--- src/source/rv_isa_pkg.sv ---
package rv_isa_pkg;

  // Data path width and register index width
  localparam int XLEN       = 64;
  localparam int REG_ADDR_W = 5;

  // Major opcodes handled by the back end
  typedef enum logic [6:0] {
    OP     = 7'b0110011,
    OP_IMM = 7'b0010011,
    LUI    = 7'b0110111
  } opcode_e;

  // funct7 selectors
  localparam logic [6:0] FUNCT7_BASE   = 7'b0000000;
  localparam logic [6:0] FUNCT7_MULDIV = 7'b0000001;
  localparam logic [6:0] FUNCT7_ALT    = 7'b0100000;

  // funct3 values of OP and OP-IMM
  localparam logic [2:0] F3_ADD_SUB = 3'b000;
  localparam logic [2:0] F3_SLL     = 3'b001;
  localparam logic [2:0] F3_SLT     = 3'b010;
  localparam logic [2:0] F3_SLTU    = 3'b011;
  localparam logic [2:0] F3_XOR     = 3'b100;
  localparam logic [2:0] F3_SRL_SRA = 3'b101;
  localparam logic [2:0] F3_OR      = 3'b110;
  localparam logic [2:0] F3_AND     = 3'b111;

  // MUL shares funct3 with ADD
  localparam logic [2:0] F3_MUL     = 3'b000;

endpackage

--- src/source/backend_pkg.sv ---
package backend_pkg;

  typedef enum logic [3:0] {
    ALU_ADD,
    ALU_SUB,
    ALU_AND,
    ALU_OR,
    ALU_XOR,
    ALU_SLL,
    ALU_SRL,
    ALU_SRA,
    ALU_SLT,
    ALU_SLTU
  } alu_op_e;

  // Result select of an execute stage
  typedef enum logic {
    FU_ALU,
    FU_MUL
  } func_unit_e;

  typedef struct packed {
    logic [rv_isa_pkg::XLEN-1:0] pc;
    logic [31:0]                 instr_word;
  } fetch_t;

  typedef struct packed {
    logic [rv_isa_pkg::XLEN-1:0]       pc;
    func_unit_e                        unit;
    alu_op_e                           alu_op;
    logic [rv_isa_pkg::REG_ADDR_W-1:0] rd;
    logic [rv_isa_pkg::REG_ADDR_W-1:0] rs1;
    logic [rv_isa_pkg::REG_ADDR_W-1:0] rs2;
    logic                              use_imm;
    logic [rv_isa_pkg::XLEN-1:0]       imm;
    logic                              illegal;
  } decoded_t;

  // What a stage reports to the hazard logic
  typedef struct packed {
    logic                              pending;
    logic [rv_isa_pkg::REG_ADDR_W-1:0] rd;
    logic                              data_valid;
    logic [rv_isa_pkg::XLEN-1:0]       data;
  } stage_status_t;

  typedef struct packed {
    logic                              valid;
    logic [rv_isa_pkg::XLEN-1:0]       pc;
    logic [rv_isa_pkg::REG_ADDR_W-1:0] rd;
    logic [rv_isa_pkg::XLEN-1:0]       data;
    logic                              illegal;
  } commit_t;

endpackage

--- src/source/issue_control.sv ---
`timescale 1ns/100ps

module issue_control (
  input  logic                        de_valid_i,
  input  backend_pkg::decoded_t       de_instr_i,
  output logic                        de_ready_o,
  input  logic [rv_isa_pkg::XLEN-1:0] rs1_data_i,
  input  logic [rv_isa_pkg::XLEN-1:0] rs2_data_i,
  input  backend_pkg::stage_status_t  ex1_status_i,
  input  backend_pkg::stage_status_t  ex2_status_i,
  input  logic                        ex1_ready_i,
  input  logic                        mul_ready_i,
  output logic                        issue_o,
  output logic [rv_isa_pkg::XLEN-1:0] operand_a_o,
  output logic [rv_isa_pkg::XLEN-1:0] operand_b_o
);

  typedef struct packed {
    logic                        hazard;
    logic [rv_isa_pkg::XLEN-1:0] data;
  } operand_t;

  operand_t src_a;
  operand_t src_b;
  logic     data_hazard;
  logic     struct_hazard;

  // Youngest producer wins, EX1 before EX2 before the register file
  function automatic operand_t resolve(input logic [rv_isa_pkg::REG_ADDR_W-1:0] src,
                                       input logic [rv_isa_pkg::XLEN-1:0] rf_data,
                                       input backend_pkg::stage_status_t ex1,
                                       input backend_pkg::stage_status_t ex2);
    resolve = '{hazard: 1'b0, data: rf_data};
    if (src != '0 && ex1.pending && ex1.rd == src) begin
      resolve = '{hazard: !ex1.data_valid, data: ex1.data};
    end else if (src != '0 && ex2.pending && ex2.rd == src) begin
      resolve = '{hazard: !ex2.data_valid, data: ex2.data};
    end
  endfunction

  always_comb begin
    src_a = resolve(de_instr_i.rs1, rs1_data_i, ex1_status_i, ex2_status_i);
    src_b = resolve(de_instr_i.rs2, rs2_data_i, ex1_status_i, ex2_status_i);
  end

  assign data_hazard   = src_a.hazard || src_b.hazard;
  assign struct_hazard = !ex1_ready_i ||
                         (de_instr_i.unit == backend_pkg::FU_MUL && !mul_ready_i);

  assign operand_a_o = src_a.data;
  assign operand_b_o = de_instr_i.use_imm ? de_instr_i.imm : src_b.data;

  assign de_ready_o = !data_hazard && !struct_hazard;
  assign issue_o    = de_valid_i && de_ready_o;

endmodule

--- config.mk ---
export PLATFORM = sky130hd
export DESIGN_NAME = issue_control
export DESIGN_NICKNAME = d
export VERILOG_FILES = /design/src/source/rv_isa_pkg.sv /design/src/source/backend_pkg.sv /design/src/source/issue_control.sv
export SDC_FILE = /design/constraint.sdc
export NUM_CORES = 1
export LEC_CHECK = 0
export BUFFER_PORTS_ARGS = -buffer_cell sky130_fd_sc_hd__buf_2
export CORE_AREA = 2 2 213 215
export DETAILED_ROUTE_END_ITERATION = 10
export DIE_AREA = 0 0 215 217
export PLACE_DENSITY = 0.34
export SLEW_MARGIN = 20
export SYNTH_ARGS = -nofsm -noshare
export SYNTH_HDL_FRONTEND = slang
export SYNTH_SLANG_ARGS = --single-unit
--- constraint.sdc ---
create_clock -name vclk -period 2.5
set_input_delay 0.25 -clock vclk [all_inputs]
set_output_delay 0.25 -clock vclk [all_outputs]
set_load 0.05 [all_outputs]
==> run_results.csv <==
group,metric,value,unit
global_routing,first_global_vias,7150,
detailed_routing,first_pass_iters,4,
detailed_routing,drc,0,
timing,worst_pin_slew,0.764,ns
place,hpwl,23.5,mm
worst_hold_path,min_to,"operand_b_o[27]",
yosys,postSynthAreaPerCell,6.57,sq um
power_and_ir_drop,power,2.19,mW
die,die_w,215,um
timing,max_freq,0.374,GHz
critical_path,end_kind,"primary output",
yosys,yosys_warnings,0,
worst_hold_path,min_path_type,"in2out",
timing,min_period,2.68,ns
timing,slew_violations,0,
worst_hold_path,holdPathStages,4,
yosys,syn_inst,635,
detailed_routing,antenna_left,0,
final_layout,diodes,0,
timing,rsz0062_at_grt,"yes",
place,placedCellCount,1713,
detailed_routing,vias_per_cell,4.04,
run_status,violations,"setup timing",
critical_path,start_kind,"primary input",
power_and_ir_drop,p_leak,4.31,nW
global_routing,grt_pass1_wl,42.8,mm
die,rows,78,
die,coreArea,44700,sq um
detailed_routing,drt_iter0_drc,217,
final_layout,clock_buffers,0,
timing,slew_headroom,0.491,
worst_hold_path,hp-start,"de_instr_i[28]",
timing,setup_slack,-0.176,ns
final_layout,seq_cell_count,0,
final_layout,drive_gt1_frac,0.647,
final_layout,seqCellArea,0,sq um
timing,hold_viol_final,0,
die,dieArea,46700,sq um
yosys,yosysSeqAreaShare,0,
final_layout,areaGrowthSynthToFinish,140,%
critical_path,arrival,2.43,ns
critical_path,crit_fanout,6,
timing,tns,-4.39,ns
detailed_routing,wl,31.5,mm
critical_path,worst_ep_required_time,2.25,ns
power_and_ir_drop,peakVddDrop,0.0990,mV
final_layout,fin_nets,1571,
final_layout,final_cell_mix,"buf_2, nand2_1, buf_6",
global_routing,grt_antenna_before_repair,0,
critical_path,crit_type,"in2out",
yosys,ys_types,27,
final_layout,final_common_cell,"buf_2",
run_status,status,"finished, violations left",
clock_tree,ctsHoldBuffers,0,
final_layout,post_layout_nonfiller_instances,1746,
flow_run,drv_cap,0,
place,gp_routability_congestion,0.872,
place,postPlaceCellArea,8170,sq um
detailed_routing,post_drt_wl_per_cell,18.1,um
place,io_buffers,479,
global_routing,grtUsageTotal,0.116,
global_routing,grt_max_degree,72,
die,start_util,0.0933,
die,io-pin-count,553,
yosys,syn-num-nets,1058,
yosys,netlist_area,4170,sq um
power_and_ir_drop,cellPowerDensity,218,nW/um^2
detailed_routing,vias,7062,
timing,setup_viol,61,
final_layout,fin_area,10000,sq um
timing,fin_crit_sh,1.07,
die,die_h,217,um
global_routing,overflow,0,
area by class of cell:
| cell class | instances | area (sq um) |
|---|---|---|
| Fill cell | 5032 | 34700 |
| Multi-Input combinational cell | 555 | 4860 |
| Timing Repair Buffer | 588 | 4390 |
| Inverter | 3 | 11.3 |
| Tap cell | 600 | 751 |
where the power goes:
part | leakage [nW] | internal [mW] | switching, mW
logic | 4.31 | 0.883 | 1.30
clock network | 0 | 0 | 0
registers | 0 | 0 | 0
total | 4.31 | 0.883 | 1.30
worst max path at each step:
stage | from | endpoint | slack [ns] | cells after the start
final | ex2_status_i[66] | operand_b_o[49] | -0.18 | 10
after floorplan | de_instr_i[72] | operand_a_o[0] | -0.19 | 6
after global routing | ex2_status_i[66] | operand_b_o[49] | -0.25 | 10
after global placement | de_instr_i[66] | operand_b_o[61] | -0.25 | 10
after detailed placement | de_instr_i[67] | operand_b_o[61] | -0.22 | 10
after CTS | de_instr_i[68] | operand_b_o[13] | -0.14 | 10
per-stage QoR:
step	hold WS [ns]	worst slack, ns	utilization
after floorplan	0.654	-0.187	-
after global placement	0.853	-0.254	0.183
after detailed placement	0.863	-0.223	0.183
after CTS	0.848	-0.142	0.194
after global routing	0.861	-0.251	0.224
final	0.842	-0.176	0.224
cell usage after synthesis (all sizes together):
cell type  number  area [sq um]
a2111oi         1          15.0
a211oi          1          7.51
a21oi           1          5.00
a221oi         64           873
and3           64           400
buf            34           244
clkbuf         43           161
inv             3          11.3
mux2i          64           641
nand2         131           492
nand4           3          18.8
nor2           66           248
nor2b           1          6.26
nor3            2          10.0
nor4            2          12.5
o21ai          65           325
o2bb2ai         1          8.76
o31ai          64           480
or3             2          12.5
or3b            1          8.76
or4             2          15.0
xnor2          14           123
xor2            6          52.6
critical path: stages:
cell and delay (ns):
buf_8 0.10, xor2_2 0.17, nor4_2 0.30, buf_4 0.16, or3b_4 0.46, buf_12 0.17
clkbuf_16 0.17, a221oi_4 0.33, o31ai_4 0.11, buf_6 0.20
repair_timing:
action / in CTS / in global routing
setup buffers: 2 / 24
gates resized for setup: 104 / 211
pin swaps: 15 / 66
cloned: 3 / 4
endpoints found under the hold margin: 0 / 0
endpoints found under the setup margin: 83 / 83
per-layer routing:
layer,global-route usage,vias up,share of wire
li1,-,3408,-
met5,0,-,0
met1,0.138,3297,0.40
met4,0.0225,0,0.023
met3,0.0145,34,0.062
met2,0.221,323,0.52
kinds of logic (layout without fill, tap and decap cells):
logic type,count (synthesis),in the layout,synth area share
xor gates and xnor gates,20,20,0.0420
and+or+nand+nor,274,274,0.293
muxes,64,64,0.154
AOI/OAI and AO/OA,197,197,0.411
buffers and inverters,80,591,0.0999
No activity file was read; power rests on OpenSTA's default activity.
