<file path="config.mk">
export PLATFORM = sky130hd
export DESIGN_NAME = iterative_multiplier
export DESIGN_NICKNAME = d
export VERILOG_FILES = /design/src/source/rv_isa_pkg.sv /design/src/source/iterative_multiplier.sv
export SDC_FILE = /design/constraint.sdc
export NUM_CORES = 1
export LEC_CHECK = 0
export BUFFER_PORTS_ARGS = -buffer_cell sky130_fd_sc_hd__buf_2
export CAP_MARGIN = 20
export CELL_PAD_IN_SITES_DETAIL_PLACEMENT = 2
export CELL_PAD_IN_SITES_GLOBAL_PLACEMENT = 2
export CORE_ASPECT_RATIO = 1.5
export CORE_MARGIN = 4
export CORE_UTILIZATION = 30
export DETAILED_ROUTE_END_ITERATION = 8
export PLACE_DENSITY_LB_ADDON = 0.1
export SETUP_SLACK_MARGIN = 0.4
export SYNTH_ARGS = -nofsm -noshare
export SYNTH_HDL_FRONTEND = slang
export SYNTH_SLANG_ARGS = --single-unit
</file>
<file path="constraint.sdc">
create_clock -name clk_i -period 6.05 [get_ports clk_i]
set_input_delay 1.21 -clock clk_i [delete_from_list [all_inputs] [get_ports clk_i]]
set_output_delay 1.21 -clock clk_i [all_outputs]
set_load 0.03 [all_outputs]
</file>
<file path="src/source/rv_isa_pkg.sv">
package rv_isa_pkg;

  // Data path width and register index width
  localparam int XLEN       = 64;
  localparam int REG_ADDR_W = 5;

  // Major opcodes handled by the back end
  typedef enum logic [6:0] {
    OP     = 7'b0110011,
    OP_IMM = 7'b0010011,
    LUI    = 7'b0110111
  } opcode_e;

  // funct7 selectors
  localparam logic [6:0] FUNCT7_BASE   = 7'b0000000;
  localparam logic [6:0] FUNCT7_MULDIV = 7'b0000001;
  localparam logic [6:0] FUNCT7_ALT    = 7'b0100000;

  // funct3 values of OP and OP-IMM
  localparam logic [2:0] F3_ADD_SUB = 3'b000;
  localparam logic [2:0] F3_SLL     = 3'b001;
  localparam logic [2:0] F3_SLT     = 3'b010;
  localparam logic [2:0] F3_SLTU    = 3'b011;
  localparam logic [2:0] F3_XOR     = 3'b100;
  localparam logic [2:0] F3_SRL_SRA = 3'b101;
  localparam logic [2:0] F3_OR      = 3'b110;
  localparam logic [2:0] F3_AND     = 3'b111;

  // MUL shares funct3 with ADD
  localparam logic [2:0] F3_MUL     = 3'b000;

endpackage

</file>
<file path="src/source/iterative_multiplier.sv">
`timescale 1ns/100ps

module iterative_multiplier #(
  parameter int MulBitsPerCycle = 8
) (
  input  logic                        clk_i,
  input  logic                        rst_ni,
  input  logic                        req_valid_i,
  output logic                        req_ready_o,
  input  logic [rv_isa_pkg::XLEN-1:0] a_i,
  input  logic [rv_isa_pkg::XLEN-1:0] b_i,
  output logic                        resp_valid_o,
  output logic [rv_isa_pkg::XLEN-1:0] resp_value_o
);

  localparam int Iterations = rv_isa_pkg::XLEN / MulBitsPerCycle;
  localparam int CountW     = $clog2(Iterations + 1);

  logic                        busy_q;
  logic [CountW-1:0]           count_q;
  logic                        done;
  logic [rv_isa_pkg::XLEN-1:0] a_q;
  logic [rv_isa_pkg::XLEN-1:0] b_q;
  logic [rv_isa_pkg::XLEN-1:0] acc_q;
  logic [rv_isa_pkg::XLEN-1:0] partial;

  assign done         = count_q == CountW'(Iterations);
  assign req_ready_o  = !busy_q;
  assign resp_valid_o = busy_q && done;
  assign resp_value_o = acc_q;

  // Low slice of b times the shifted multiplicand, upper bits drop out
  assign partial = a_q * b_q[MulBitsPerCycle-1:0];

  always_ff @(posedge clk_i or negedge rst_ni) begin
    if (!rst_ni) begin
      busy_q  <= 1'b0;
      count_q <= '0;
    end else if (req_valid_i && req_ready_o) begin
      busy_q  <= 1'b1;
      count_q <= '0;
    end else if (busy_q) begin
      if (done) begin
        busy_q <= 1'b0;
      end else begin
        count_q <= count_q + 1'b1;
      end
    end
  end

  always_ff @(posedge clk_i) begin
    if (req_valid_i && req_ready_o) begin
      a_q   <= a_i;
      b_q   <= b_i;
      acc_q <= '0;
    end else if (busy_q && !done) begin
      acc_q <= acc_q + partial;
      a_q   <= a_q << MulBitsPerCycle;
      b_q   <= b_q >> MulBitsPerCycle;
    end
  end

  a_no_req_when_busy: assert property (@(posedge clk_i) disable iff (!rst_ni)
    busy_q |-> !req_valid_i);

endmodule

</file>
==> metrics.txt <==
# TYPE chip_impl_metric gauge
chip_impl_metric{name="synth.area.mux_share",unit="%"} 0.0413
chip_impl_metric{name="xor_xnor_cell_area_share_of_the_yosys_netlist",unit="%"} 2.49
chip_impl_metric{name="tightestPinTransition",unit="ns"} 0.926
chip_impl_metric{name="ff2ff_setup_slack",unit="ns"} 0.37
chip_impl_metric{name="synth_cell_type_count",unit=""} 68
chip_impl_metric{name="synthesized_area_fraction_occupied_by_ao_oa_aoi_and_oai_cells",unit="%"} 7.46
chip_impl_metric{name="min_period",unit="ns"} 5.68
chip_impl_metric{name="post_drt_via_cell_ratio",unit=""} 4.84
chip_impl_metric{name="relSlewSlack",unit="%"} 38.2
chip_impl_metric{name="min_period_over_period",unit="%"} 93.9
chip_impl_metric{name="number_of_buffers_created_by_cts",unit=""} 17
chip_impl_info{name="largest_family_of_logic_cells_by_synthesized_area",value="adder cells"} 1
chip_impl_info{name="clock_tree.root_cell",value="sky130_fd_sc_hd__clkbuf_16"} 1
chip_impl_metric{name="path_max_fanout",unit=""} 11
chip_impl_info{name="rsz0062_at_grt",value="yes"} 1
chip_impl_metric{name="place.detailed.instances",unit=""} 3910
chip_impl_metric{name="buffers_plus_inverters_on_the_worst_setup_path",unit=""} 6
chip_impl_metric{name="skew",unit="ns"} 0.0295
chip_impl_metric{name="synth.ff_latch_count",unit=""} 197
chip_impl_metric{name="buffer_ports.inserted",unit=""} 196
chip_impl_info{name="worst_setup_path_start_kind",value="flop"} 1
chip_impl_metric{name="placed_cell_area",unit="um2"} 26900
chip_impl_metric{name="antenna_left",unit=""} 0
chip_impl_metric{name="final_net_count",unit=""} 3574
chip_impl_metric{name="setup-violations-final",unit=""} 0
chip_impl_metric{name="syn-cell-area",unit="um2"} 24200
chip_impl_metric{name="timing.max_cap.violations",unit=""} 0
chip_impl_metric{name="cts_max_path_buffers",unit=""} 2
chip_impl_metric{name="synth_edf_count",unit=""} 128
chip_impl_metric{name="overflow_after_grt",unit=""} 0
chip_impl_metric{name="worst-endpoint-arrival",unit="ns"} 6.16
chip_impl_metric{name="grt_first_pass_wirelength",unit="um"} 141000
chip_impl_info{name="worst_r2r_startpoint",value="b_q[6]"} 1
chip_impl_metric{name="reg2regPathDepth",unit=""} 22
chip_impl_info{name="worstHoldPathType",value="in -> async"} 1
chip_impl_metric{name="finalWorstSetupSlack",unit="ns"} 0.367
chip_impl_metric{name="pre_cts_slack",unit="ns"} -0.226
chip_impl_info{name="destination_of_the_worst_register_to_register_timing_path",value="resp_value_o[57]"} 1
chip_impl_metric{name="max_stage_delay",unit="ns"} 0.53
chip_impl_metric{name="synth_async_reset_ratio",unit="%"} 2.54
chip_impl_metric{name="route.detailed.drc",unit=""} 0
chip_impl_metric{name="std_cell_rows",unit=""} 127
chip_impl_metric{name="syn_nets",unit=""} 3327
chip_impl_metric{name="hold_viol",unit=""} 0
chip_impl_metric{name="antenna_found_initial",unit=""} 8
chip_impl_info{name="cpMaxStageDelayCell",value="sky130_fd_sc_hd__edfxtp_1"} 1
chip_impl_metric{name="synth-warning-count",unit=""} 0
chip_impl_metric{name="wl_per_cell",unit="um"} 23.3
chip_impl_info{name="timing.setup.critical_path_class",value="reg -> reg"} 1
chip_impl_metric{name="growth_of_design_area_from_synthesis_to_finish",unit="%"} 18.9
chip_impl_metric{name="layout-drive-gt1-share",unit="%"} 16.8
chip_impl_metric{name="worstPathRequired",unit="ns"} 6.53
chip_impl_metric{name="dieWidth",unit="um"} 240
chip_impl_info{name="cts_tree",value="done"} 1
chip_impl_info{name="worstPathCellList",value="buf_4 -> clkbuf_16 -> and2_1 -> fa_1 -> fa_1 -> fa_1 -> inv_1 -> fa_1 -> inv_1 -> ha_4 -> buf_4 -> and2_1 -> o2111ai_1 -> a21oi_1 -> nor2_1 -> o2111a_1 -> nor2_2 -> a41oi_2 -> buf_4 -> o21a_4 -> or4_1 -> nand3_1"} 1
chip_impl_info{name="worst_path_most_repeated_cell",value="sky130_fd_sc_hd__fa_1"} 1
chip_impl_metric{name="hpwl",unit="um"} 71900
chip_impl_metric{name="boundaryPins",unit=""} 197
chip_impl_metric{name="die_height",unit="um"} 356
chip_impl_metric{name="critical_path_cell_count",unit=""} 22
chip_impl_metric{name="largest_net_degree_at_the_start_of_global_routing",unit=""} 86
chip_impl_metric{name="drv_slew",unit=""} 0
chip_impl_metric{name="clkLatencyLatePin",unit="ns"} 0.55
chip_impl_metric{name="starting_density_of_the_core",unit="%"} 30.3
chip_impl_metric{name="filler_cell_count",unit=""} 8942
chip_impl_metric{name="synthesis.area_per_instance",unit="um2"} 8.94
chip_impl_metric{name="syn-instance-count",unit=""} 2711
chip_impl_info{name="setup.worst_path.end_class",value="flop"} 1
chip_impl_metric{name="layout.cell_area.non_filler",unit="um2"} 28800
chip_impl_metric{name="floorplan.core_area",unit="um2"} 80100
chip_impl_info{name="worstSetupEndpoint",value="resp_value_o[57]"} 1
chip_impl_metric{name="detailroute.via_count",unit=""} 19400
chip_impl_info{name="status",value="completed"} 1
chip_impl_metric{name="seq_area_frac_synth",unit="%"} 21.7
chip_impl_metric{name="grt_pass1_vias",unit=""} 23300
chip_impl_metric{name="drt_first_pass_iters",unit=""} 5
chip_impl_metric{name="clk_pin_slew",unit="ns"} 0.11
chip_impl_metric{name="totalWireLength",unit="um"} 93500
chip_impl_metric{name="drt_iter0_drc",unit=""} 646
chip_impl_metric{name="overall_routing_resource_usage",unit="%"} 22.2
chip_impl_metric{name="clock.fmax",unit="GHz"} 0.176
chip_impl_info{name="timing.critical_path.max_delay_family",value="adder cells"} 1
chip_impl_metric{name="placer_congestion_estimate",unit=""} 0.838
chip_impl_info{name="dominantRegCellSynth",value="sky130_fd_sc_hd__edfxtp_1"} 1
chip_impl_metric{name="die_area",unit="um2"} 85500
chip_impl_info{name="timing.critical_path.from",value="b_q[6]"} 1
chip_impl_metric{name="post-route-util",unit="%"} 36.0
chip_impl_metric{name="synth-adder-area-share",unit="%"} 37.7
chip_impl_metric{name="cts-htree-levels",unit=""} 4
chip_impl_metric{name="numClockSinks",unit=""} 197
chip_impl_metric{name="stdcell_count",unit=""} 4007
chip_impl_metric{name="synth_simple_gate_area_share",unit="%"} 21.0
[synthesized netlist by cell type, types with 15 or more instances]
cell type / n / area, um2
sky130_fd_sc_hd__clkbuf_1: 110 / 413
sky130_fd_sc_hd__a21oi_1: 78 / 390
sky130_fd_sc_hd__dfxtp_1: 64 / 1280
sky130_fd_sc_hd__nand2_1: 574 / 2150
sky130_fd_sc_hd__ha_1: 75 / 938
sky130_fd_sc_hd__inv_1: 487 / 1830
sky130_fd_sc_hd__xor2_1: 25 / 219
sky130_fd_sc_hd__nand3_1: 44 / 220
sky130_fd_sc_hd__nor2_1: 41 / 154
sky130_fd_sc_hd__and2_1: 355 / 2220
sky130_fd_sc_hd__xnor2_1: 44 / 385
sky130_fd_sc_hd__edfxtp_1: 128 / 3840
sky130_fd_sc_hd__o21ai_0: 55 / 275
sky130_fd_sc_hd__o21bai_1: 15 / 113
sky130_fd_sc_hd__a21o_1: 34 / 255
sky130_fd_sc_hd__fa_1: 410 / 8210
[worst min path at each step]
stage | start | endpoint | slack (ns) | cells after the start
after floorplan | b_q[8] | b_q[0] | 0.49 | 2
after global placement | resp_value_o[47] | resp_value_o[47] | 0.47 | 2
after detailed placement | resp_value_o[47] | resp_value_o[47] | 0.46 | 2
after CTS | rst_ni | busy_q | 0.42 | 1
after global routing | rst_ni | busy_q | 0.44 | 1
final | rst_ni | busy_q | 0.47 | 1
[layer usage]
layer	global-route usage (%)	vias up	routed length (um)
met2	42.4	328	51500
li1	-	8751	-
met3	3.35	133	2640
met1	23.9	10200	35200
met5	0	-	13
met4	10.1	2	4220
[layout make-up]
type	count	area (um2)	share of cell area [%]
Sequential cell	197	5250	18.2
Tap cell	1032	1290	4.48
Antenna cell	4	10.0	0.0347
Multi-Input combinational cell	1899	17300	60.0
Timing Repair Buffer	356	2560	8.90
Inverter	487	1830	6.36
Clock buffer	19	433	1.50
Clock inverter	13	150	0.521
[kinds of logic (layout without fill, tap and decap cells)]
kind of cell / count (synthesis) / in the layout
flops: 197 / 197
compound gates: 276 / 276
other cells: 0 / 4
buf+inv: 615 / 875
xor+xnor: 69 / 69
fa+ha+maj: 485 / 485
simple gates: 1068 / 1068
mux: 1 / 1
[metrics by stage]
step           hold WS [ns]  TNS [ns]
2_1_floorplan         0.491         0
3_3_place_gp          0.465    -0.135
3_5_place_dp          0.464    -0.391
4_1_cts               0.424         0
5_1_grt               0.443         0
6_report              0.471         0
[flip-flops by register name, summed over array words and instances (netlist names)]
| name | cells |
|---|---|
| a_q | 64 |
| b_q | 64 |
| count_q | 4 |
| busy_q | 1 |
| resp_value_o | 64 |
[placed cells by master, fill, tap and decap left out, drive strengths merged, types with 6 or more instances in the layout]
cell,n
and3,13
nor2,42
a21o,34
edfxtp,128
nor3,13
nand4,13
fa,410
dfxtp,64
xor2,25
o21a,6
a211oi,8
a21oi,79
inv,495
o31ai,13
o21ai,57
clkbuf,20
nand2,574
and2,355
o22ai,14
ha,75
nand3,44
a31oi,10
xnor2,44
o21bai,15
buf,351
[what timing repair did]
action                     in CTS  in global routing
setup endpoints to repair      28                 31
pin swaps                      16                 54
hold buffers                    0                  0
cloned                          6                  1
gates resized for setup        69                 77
buffers inserted               31                 23
Power is not shown: default switching activity piles up to over one toggle a cycle in this logic, so the estimate is an artifact.
