`config.mk`:
```
export PLATFORM = sky130hd
export DESIGN_NAME = decode_stage
export DESIGN_NICKNAME = d
export VERILOG_FILES = /design/src/source/rv_isa_pkg.sv /design/src/source/backend_pkg.sv /design/src/source/decode_stage.sv
export SDC_FILE = /design/constraint.sdc
export NUM_CORES = 1
export LEC_CHECK = 0
export ABC_AREA = 1
export ABC_CLOCK_PERIOD_IN_PS = 21800
export BUFFER_PORTS_ARGS = -buffer_cell sky130_fd_sc_hd__buf_2
export CAP_MARGIN = 20
export CORE_AREA = 2 2 103 105
export CTS_BUF_LIST = sky130_fd_sc_hd__clkbuf_8
export DETAILED_ROUTE_END_ITERATION = 10
export DIE_AREA = 0 0 105 107
export GPL_ROUTABILITY_DRIVEN = 1
export PLACE_DENSITY = 0.82
export SLEW_MARGIN = 0
export SYNTH_ARGS = -nofsm -noshare
export SYNTH_HDL_FRONTEND = slang
export SYNTH_SLANG_ARGS = --single-unit
```
`constraint.sdc`:
```
create_clock -name clk_i -period 21.8 [get_ports clk_i]
set_input_delay 2.18 -clock clk_i [delete_from_list [all_inputs] [get_ports clk_i]]
set_output_delay 2.18 -clock clk_i [all_outputs]
set_load 0.05 [all_outputs]
```
`src/source/rv_isa_pkg.sv`:
```
package rv_isa_pkg;

  // Data path width and register index width
  localparam int XLEN       = 64;
  localparam int REG_ADDR_W = 5;

  // Major opcodes handled by the back end
  typedef enum logic [6:0] {
    OP     = 7'b0110011,
    OP_IMM = 7'b0010011,
    LUI    = 7'b0110111
  } opcode_e;

  // funct7 selectors
  localparam logic [6:0] FUNCT7_BASE   = 7'b0000000;
  localparam logic [6:0] FUNCT7_MULDIV = 7'b0000001;
  localparam logic [6:0] FUNCT7_ALT    = 7'b0100000;

  // funct3 values of OP and OP-IMM
  localparam logic [2:0] F3_ADD_SUB = 3'b000;
  localparam logic [2:0] F3_SLL     = 3'b001;
  localparam logic [2:0] F3_SLT     = 3'b010;
  localparam logic [2:0] F3_SLTU    = 3'b011;
  localparam logic [2:0] F3_XOR     = 3'b100;
  localparam logic [2:0] F3_SRL_SRA = 3'b101;
  localparam logic [2:0] F3_OR      = 3'b110;
  localparam logic [2:0] F3_AND     = 3'b111;

  // MUL shares funct3 with ADD
  localparam logic [2:0] F3_MUL     = 3'b000;

endpackage

```
`src/source/backend_pkg.sv`:
```
package backend_pkg;

  typedef enum logic [3:0] {
    ALU_ADD,
    ALU_SUB,
    ALU_AND,
    ALU_OR,
    ALU_XOR,
    ALU_SLL,
    ALU_SRL,
    ALU_SRA,
    ALU_SLT,
    ALU_SLTU
  } alu_op_e;

  // Result select of an execute stage
  typedef enum logic {
    FU_ALU,
    FU_MUL
  } func_unit_e;

  typedef struct packed {
    logic [rv_isa_pkg::XLEN-1:0] pc;
    logic [31:0]                 instr_word;
  } fetch_t;

  typedef struct packed {
    logic [rv_isa_pkg::XLEN-1:0]       pc;
    func_unit_e                        unit;
    alu_op_e                           alu_op;
    logic [rv_isa_pkg::REG_ADDR_W-1:0] rd;
    logic [rv_isa_pkg::REG_ADDR_W-1:0] rs1;
    logic [rv_isa_pkg::REG_ADDR_W-1:0] rs2;
    logic                              use_imm;
    logic [rv_isa_pkg::XLEN-1:0]       imm;
    logic                              illegal;
  } decoded_t;

  // What a stage reports to the hazard logic
  typedef struct packed {
    logic                              pending;
    logic [rv_isa_pkg::REG_ADDR_W-1:0] rd;
    logic                              data_valid;
    logic [rv_isa_pkg::XLEN-1:0]       data;
  } stage_status_t;

  typedef struct packed {
    logic                              valid;
    logic [rv_isa_pkg::XLEN-1:0]       pc;
    logic [rv_isa_pkg::REG_ADDR_W-1:0] rd;
    logic [rv_isa_pkg::XLEN-1:0]       data;
    logic                              illegal;
  } commit_t;

endpackage

```
`src/source/decode_stage.sv`:
```
`timescale 1ns/100ps

module decode_stage (
  input  logic                                  clk_i,
  input  logic                                  rst_ni,
  input  logic                                  fetch_valid_i,
  output logic                                  fetch_ready_o,
  input  backend_pkg::fetch_t                   fetch_instr_i,
  input  logic                                  de_ready_i,
  output logic                                  de_valid_o,
  output backend_pkg::decoded_t                 de_instr_o,
  output logic [rv_isa_pkg::REG_ADDR_W-1:0]     rs1_addr_o,
  output logic [rv_isa_pkg::REG_ADDR_W-1:0]     rs2_addr_o
);

  logic [31:0]           instr;
  logic [2:0]            funct3;
  logic [6:0]            funct7;
  backend_pkg::decoded_t decoded;
  logic                  init_done_q;
  logic                  de_valid_q;
  backend_pkg::decoded_t de_instr_q;

  function automatic backend_pkg::alu_op_e alu_op_of(input logic [2:0] f3, input logic alt);
    case (f3)
      rv_isa_pkg::F3_ADD_SUB: alu_op_of = alt ? backend_pkg::ALU_SUB : backend_pkg::ALU_ADD;
      rv_isa_pkg::F3_SLL:     alu_op_of = backend_pkg::ALU_SLL;
      rv_isa_pkg::F3_SLT:     alu_op_of = backend_pkg::ALU_SLT;
      rv_isa_pkg::F3_SLTU:    alu_op_of = backend_pkg::ALU_SLTU;
      rv_isa_pkg::F3_XOR:     alu_op_of = backend_pkg::ALU_XOR;
      rv_isa_pkg::F3_SRL_SRA: alu_op_of = alt ? backend_pkg::ALU_SRA : backend_pkg::ALU_SRL;
      rv_isa_pkg::F3_OR:      alu_op_of = backend_pkg::ALU_OR;
      default:                alu_op_of = backend_pkg::ALU_AND;
    endcase
  endfunction

  assign instr  = fetch_instr_i.instr_word;
  assign funct3 = instr[14:12];
  assign funct7 = instr[31:25];

  always_comb begin
    decoded.pc      = fetch_instr_i.pc;
    decoded.unit    = backend_pkg::FU_ALU;
    decoded.alu_op  = alu_op_of(funct3, instr[30]);
    decoded.rd      = instr[11:7];
    decoded.rs1     = instr[19:15];
    decoded.rs2     = instr[24:20];
    decoded.use_imm = 1'b0;
    decoded.imm     = {{(rv_isa_pkg::XLEN-12){instr[31]}}, instr[31:20]};
    decoded.illegal = 1'b0;
    case (instr[6:0])
      rv_isa_pkg::OP: begin
        if (funct7 == rv_isa_pkg::FUNCT7_MULDIV) begin
          decoded.unit    = backend_pkg::FU_MUL;
          decoded.illegal = funct3 != rv_isa_pkg::F3_MUL;
        end else if (funct7 == rv_isa_pkg::FUNCT7_ALT) begin
          decoded.illegal = funct3 != rv_isa_pkg::F3_ADD_SUB && funct3 != rv_isa_pkg::F3_SRL_SRA;
        end else begin
          decoded.illegal = funct7 != rv_isa_pkg::FUNCT7_BASE;
        end
      end
      rv_isa_pkg::OP_IMM: begin
        // Bit 30 only picks SRAI, ADDI keeps it as immediate
        decoded.alu_op  = alu_op_of(funct3, funct3 == rv_isa_pkg::F3_SRL_SRA && instr[30]);
        decoded.use_imm = 1'b1;
        decoded.rs2     = '0;
        if (funct3 == rv_isa_pkg::F3_SLL) decoded.illegal = instr[31:26] != 6'b000000;
        if (funct3 == rv_isa_pkg::F3_SRL_SRA) begin
          decoded.illegal = instr[31:26] != 6'b000000 && instr[31:26] != 6'b010000;
        end
      end
      rv_isa_pkg::LUI: begin
        decoded.alu_op  = backend_pkg::ALU_ADD;
        decoded.use_imm = 1'b1;
        decoded.rs1     = '0;
        decoded.rs2     = '0;
        decoded.imm     = {{(rv_isa_pkg::XLEN-32){instr[31]}}, instr[31:12], 12'b0};
      end
      default: decoded.illegal = 1'b1;
    endcase
    // No source reads for an illegal word
    if (decoded.illegal) begin
      decoded.unit = backend_pkg::FU_ALU;
      decoded.rs1  = '0;
      decoded.rs2  = '0;
    end
  end

  // Ready only from the first cycle after reset
  assign fetch_ready_o = init_done_q && (!de_valid_q || de_ready_i);

  always_ff @(posedge clk_i or negedge rst_ni) begin
    if (!rst_ni) begin
      init_done_q <= 1'b0;
      de_valid_q  <= 1'b0;
    end else begin
      init_done_q <= 1'b1;
      if (fetch_valid_i && fetch_ready_o) begin
        de_valid_q <= 1'b1;
      end else if (de_ready_i) begin
        de_valid_q <= 1'b0;
      end
    end
  end

  always_ff @(posedge clk_i) begin
    if (fetch_valid_i && fetch_ready_o) begin
      de_instr_q <= decoded;
    end
  end

  assign de_valid_o = de_valid_q;
  assign de_instr_o = de_instr_q;
  // Register file reads from the held source fields
  assign rs1_addr_o = de_instr_q.rs1;
  assign rs2_addr_o = de_instr_q.rs2;

  a_hold_until_issue: assert property (@(posedge clk_i) disable iff (!rst_ni)
    de_valid_o && !de_ready_i |=> de_valid_o && $stable(de_instr_o));

endmodule

```
==> summary.md <==
| Metric | Value |
|---|---|
| Status | `finished, final reports clean` |
| Slew HR | `0.366` |
| Setup Fix Bufs, Post-CTS | `0` |
| Setup violators final | `0` |
| Hold violation count in the final report | `0` |
| First-pass GRT wire length | `15.9 mm` |
| Syn Inst Count | `slightly below 300` |
| Starting Density | `0.451` |
| Core Region | `10,100 µm²` |
| Total GRT Usage | `0.192` |
| Placer congestion estimate | `0.890` |
| Multi-input logic area | `505 µm²` |
| Share of layout cells above drive strength 1 | `0.568` |
| RSZ-0062 raised after global routing | `no` |
| Clock latency on the worst-skew pair | `420 ps` |
| CTS Buffer Depth | `2` |
| # DRC | `0` |
| Max VDD drop | `around 0.043 mV` |
| Post-layout net count | `633` |
| Row cnt | `37` |
| Power Total | `between 0.5 and 0.6 mW` |
| Clock Sinks | `120` |
| Worst Path Required | `19,620 ps` |
| Pwr Density | `88.5 nW/µm²` |
| Antenna-violating nets left | `0` |
| CP Capture Type | `output pin` |
| Die W | `105 µm` |
| Cell taking the most area after synthesis | `edfxtp_1` |
| Pin count of the biggest net entering global routing | `80` |
| Via Count | `~3,200` |
| Leak | `2.68 nW` |
| Most frequent cells in the layout | `buf_2 (261), edfxtp_1 (118), nor2_1 (37)` |
| Ys flop type | `edfxtp_1` |
| Number of synthesized flops with an enable pin | `118` |
| First-pass DRT Iterations | `4` |
| Die Span Y | `107 µm` |
| Area Growth Syn to Fin | `33.9%` |
| Layout fillers | `just over 800` |
| RR Startpoint | `de_valid_o` |
| Synth Register Bits | `120` |
| Final WL | `11.1 mm` |
| HP Class | `flop to flop` |
| CP Launch Type | `input port` |
| Area occupied by registers | `around 3600 µm²` |
| Die area | `11,200 µm²` |
| Worst Hold Launch | `de_valid_o` |
| Worst reg2reg path depth | `5` |
| Io pins | `~260` |
| Slew at the pin with the worst max-slew slack | `951 ps` |
| Sequential share of the synthesized area | `0.790` |
| Worst R2R End | `de_instr_o[97]` |
| Iter 0 DRT Violations | `165` |
| Synth Net Count | `between 300 and 400` |
| Layout Skew | `around 8 ps` |
| Period minus WS final | `4890 ps` |
| Initial antenna violation count | `2` |
| Pins over their slew limit | `0` |
| Setup WS pre-CTS | `16,910 ps` |
| CTS buffer count | `17` |
| Vias in the first global route | `3,038` |
| Share of the synthesized area in the top cell type | `0.779` |
| Cts repair resizes | `0` |
| Number of hold buffers added after CTS | `0` |
| Worst-path clk slew | `approximately 70 ps` |
| CP Data Arrival Time | `2710 ps` |
| FMAX | `between 200 and 250 MHz` |
| Syn avg cell area | `around 15 µm²` |
| Critical path launch point | `de_ready_i` |
| Hpwl dp | `8.50 mm` |
| Fin worst setup slack | `~17,000 ps` |
| WS Path Type | `input port to output pin` |
| Total gr overflow | `0` |
| Synth top area cells | `edfxtp_1 (78%), buf_4 (6.9%), nor2_1 (3.1%), o21ai_0 (2.3%), inv_1 (2.1%)` |
| Port buffer count | `261` |
| Post-Synthesis Cell Area | `4550 µm²` |
| CTS Root Cell | `clkbuf_8` |
| Vias per cell | `4.61` |
| Setup TNS Final | `0 ps` |
| CTS tree | `yes` |
| Crit-path max FO | `2` |
| Post-synth cell types | `26` |
| MaxCap Viol Count | `0` |
| Commonest non-fill, non-tap cell in the layout | `buf_2` |
| WL/cell | `16.2 µm` |
| Hold worst-path end | `de_valid_o` |
| Ys async rst share | `0.0167` |
| Synth warnings | `0` |
| Final Cycle Share | `0.224` |
| Reg2Reg Setup Slack | `just under 20,000 ps` |
| Hold Path Cell Cnt | `2` |
| H-tree level count | `4` |
[registers in the layout, summed over array words and instances (netlist names)]
name	cells
rs1_addr_o	5
init_done_q	1
de_valid_o	1
de_instr_o	108
rs2_addr_o	5
[report_power, final]
part | total (mW) | switching (mW) | internal (mW)
combinational | 0.0786 | 0.0619 | 0.0167
clock | 0.192 | 0.0901 | 0.101
sequential | 0.269 | 0.00323 | 0.265
[final cells by class]
type,count,share of cell area
clock buffer,17,0.0384
inverter,29,0.0179
timing repair buffer,263,0.217
sequential,120,0.590
multi-input combinational,102,0.0830
antenna,2,0.000822
clock inverter,15,0.0249
tap,136,0.0279
[worst max path at each step]
stage / depth (start not counted) / endpoint
after detailed placement: 4 / fetch_ready_o
after floorplan: 2 / de_instr_o[0]
final: 4 / fetch_ready_o
after global routing: 4 / fetch_ready_o
after CTS: 4 / fetch_ready_o
after global placement: 4 / fetch_ready_o
[cell families after synthesis]
group | count (synthesis) | synth area share
flip-flops | 120 | 0.790
AND/OR/NAND/NOR | 76 | 0.0803
buffers and inverters | 76 | 0.0999
AO/OA/AOI/OAI | 25 | 0.0289
other | 1 | 0.000825
[synth_stat cells, types with 2 or more instances]
| library cell | number |
|---|---|
| buf_2 | 2 |
| buf_4 | 42 |
| dfrtp_1 | 2 |
| edfxtp_1 | 118 |
| inv_1 | 26 |
| inv_2 | 3 |
| nand2_1 | 17 |
| nand2_4 | 2 |
| nand3_1 | 7 |
| nand3_2 | 2 |
| nor2_1 | 37 |
| nor2_2 | 4 |
| nor2_4 | 2 |
| nor3_1 | 2 |
| o21ai_0 | 21 |
[per-stage QoR]
step | hold slack [ps] | instance area (µm²) | util | instances
final | 606 | 6090 | 0.603 | 684
after global routing | 634 | 6090 | 0.603 | 684
after CTS | 613 | 6080 | 0.603 | 682
after detailed placement | 603 | 5700 | 0.565 | 650
after global placement | 539 | 5700 | 0.565 | 650
after floorplan | 502 | 4550 | - | 298
[critical path: stages]
cell and delay [ps]:
buf_2 110, nor2_1 160, nor2_1 60, buf_2 210
[routing by layer]
metal  global-route usage  up-vias  part of all wire
met5                    0        -                 0
met4                0.104        0             0.033
met3               0.0602       27             0.071
met2                0.332      184              0.54
met1                0.213     1479              0.36
li1                     -     1462                 -
Note: power is estimated with default switching activity, not from simulation.
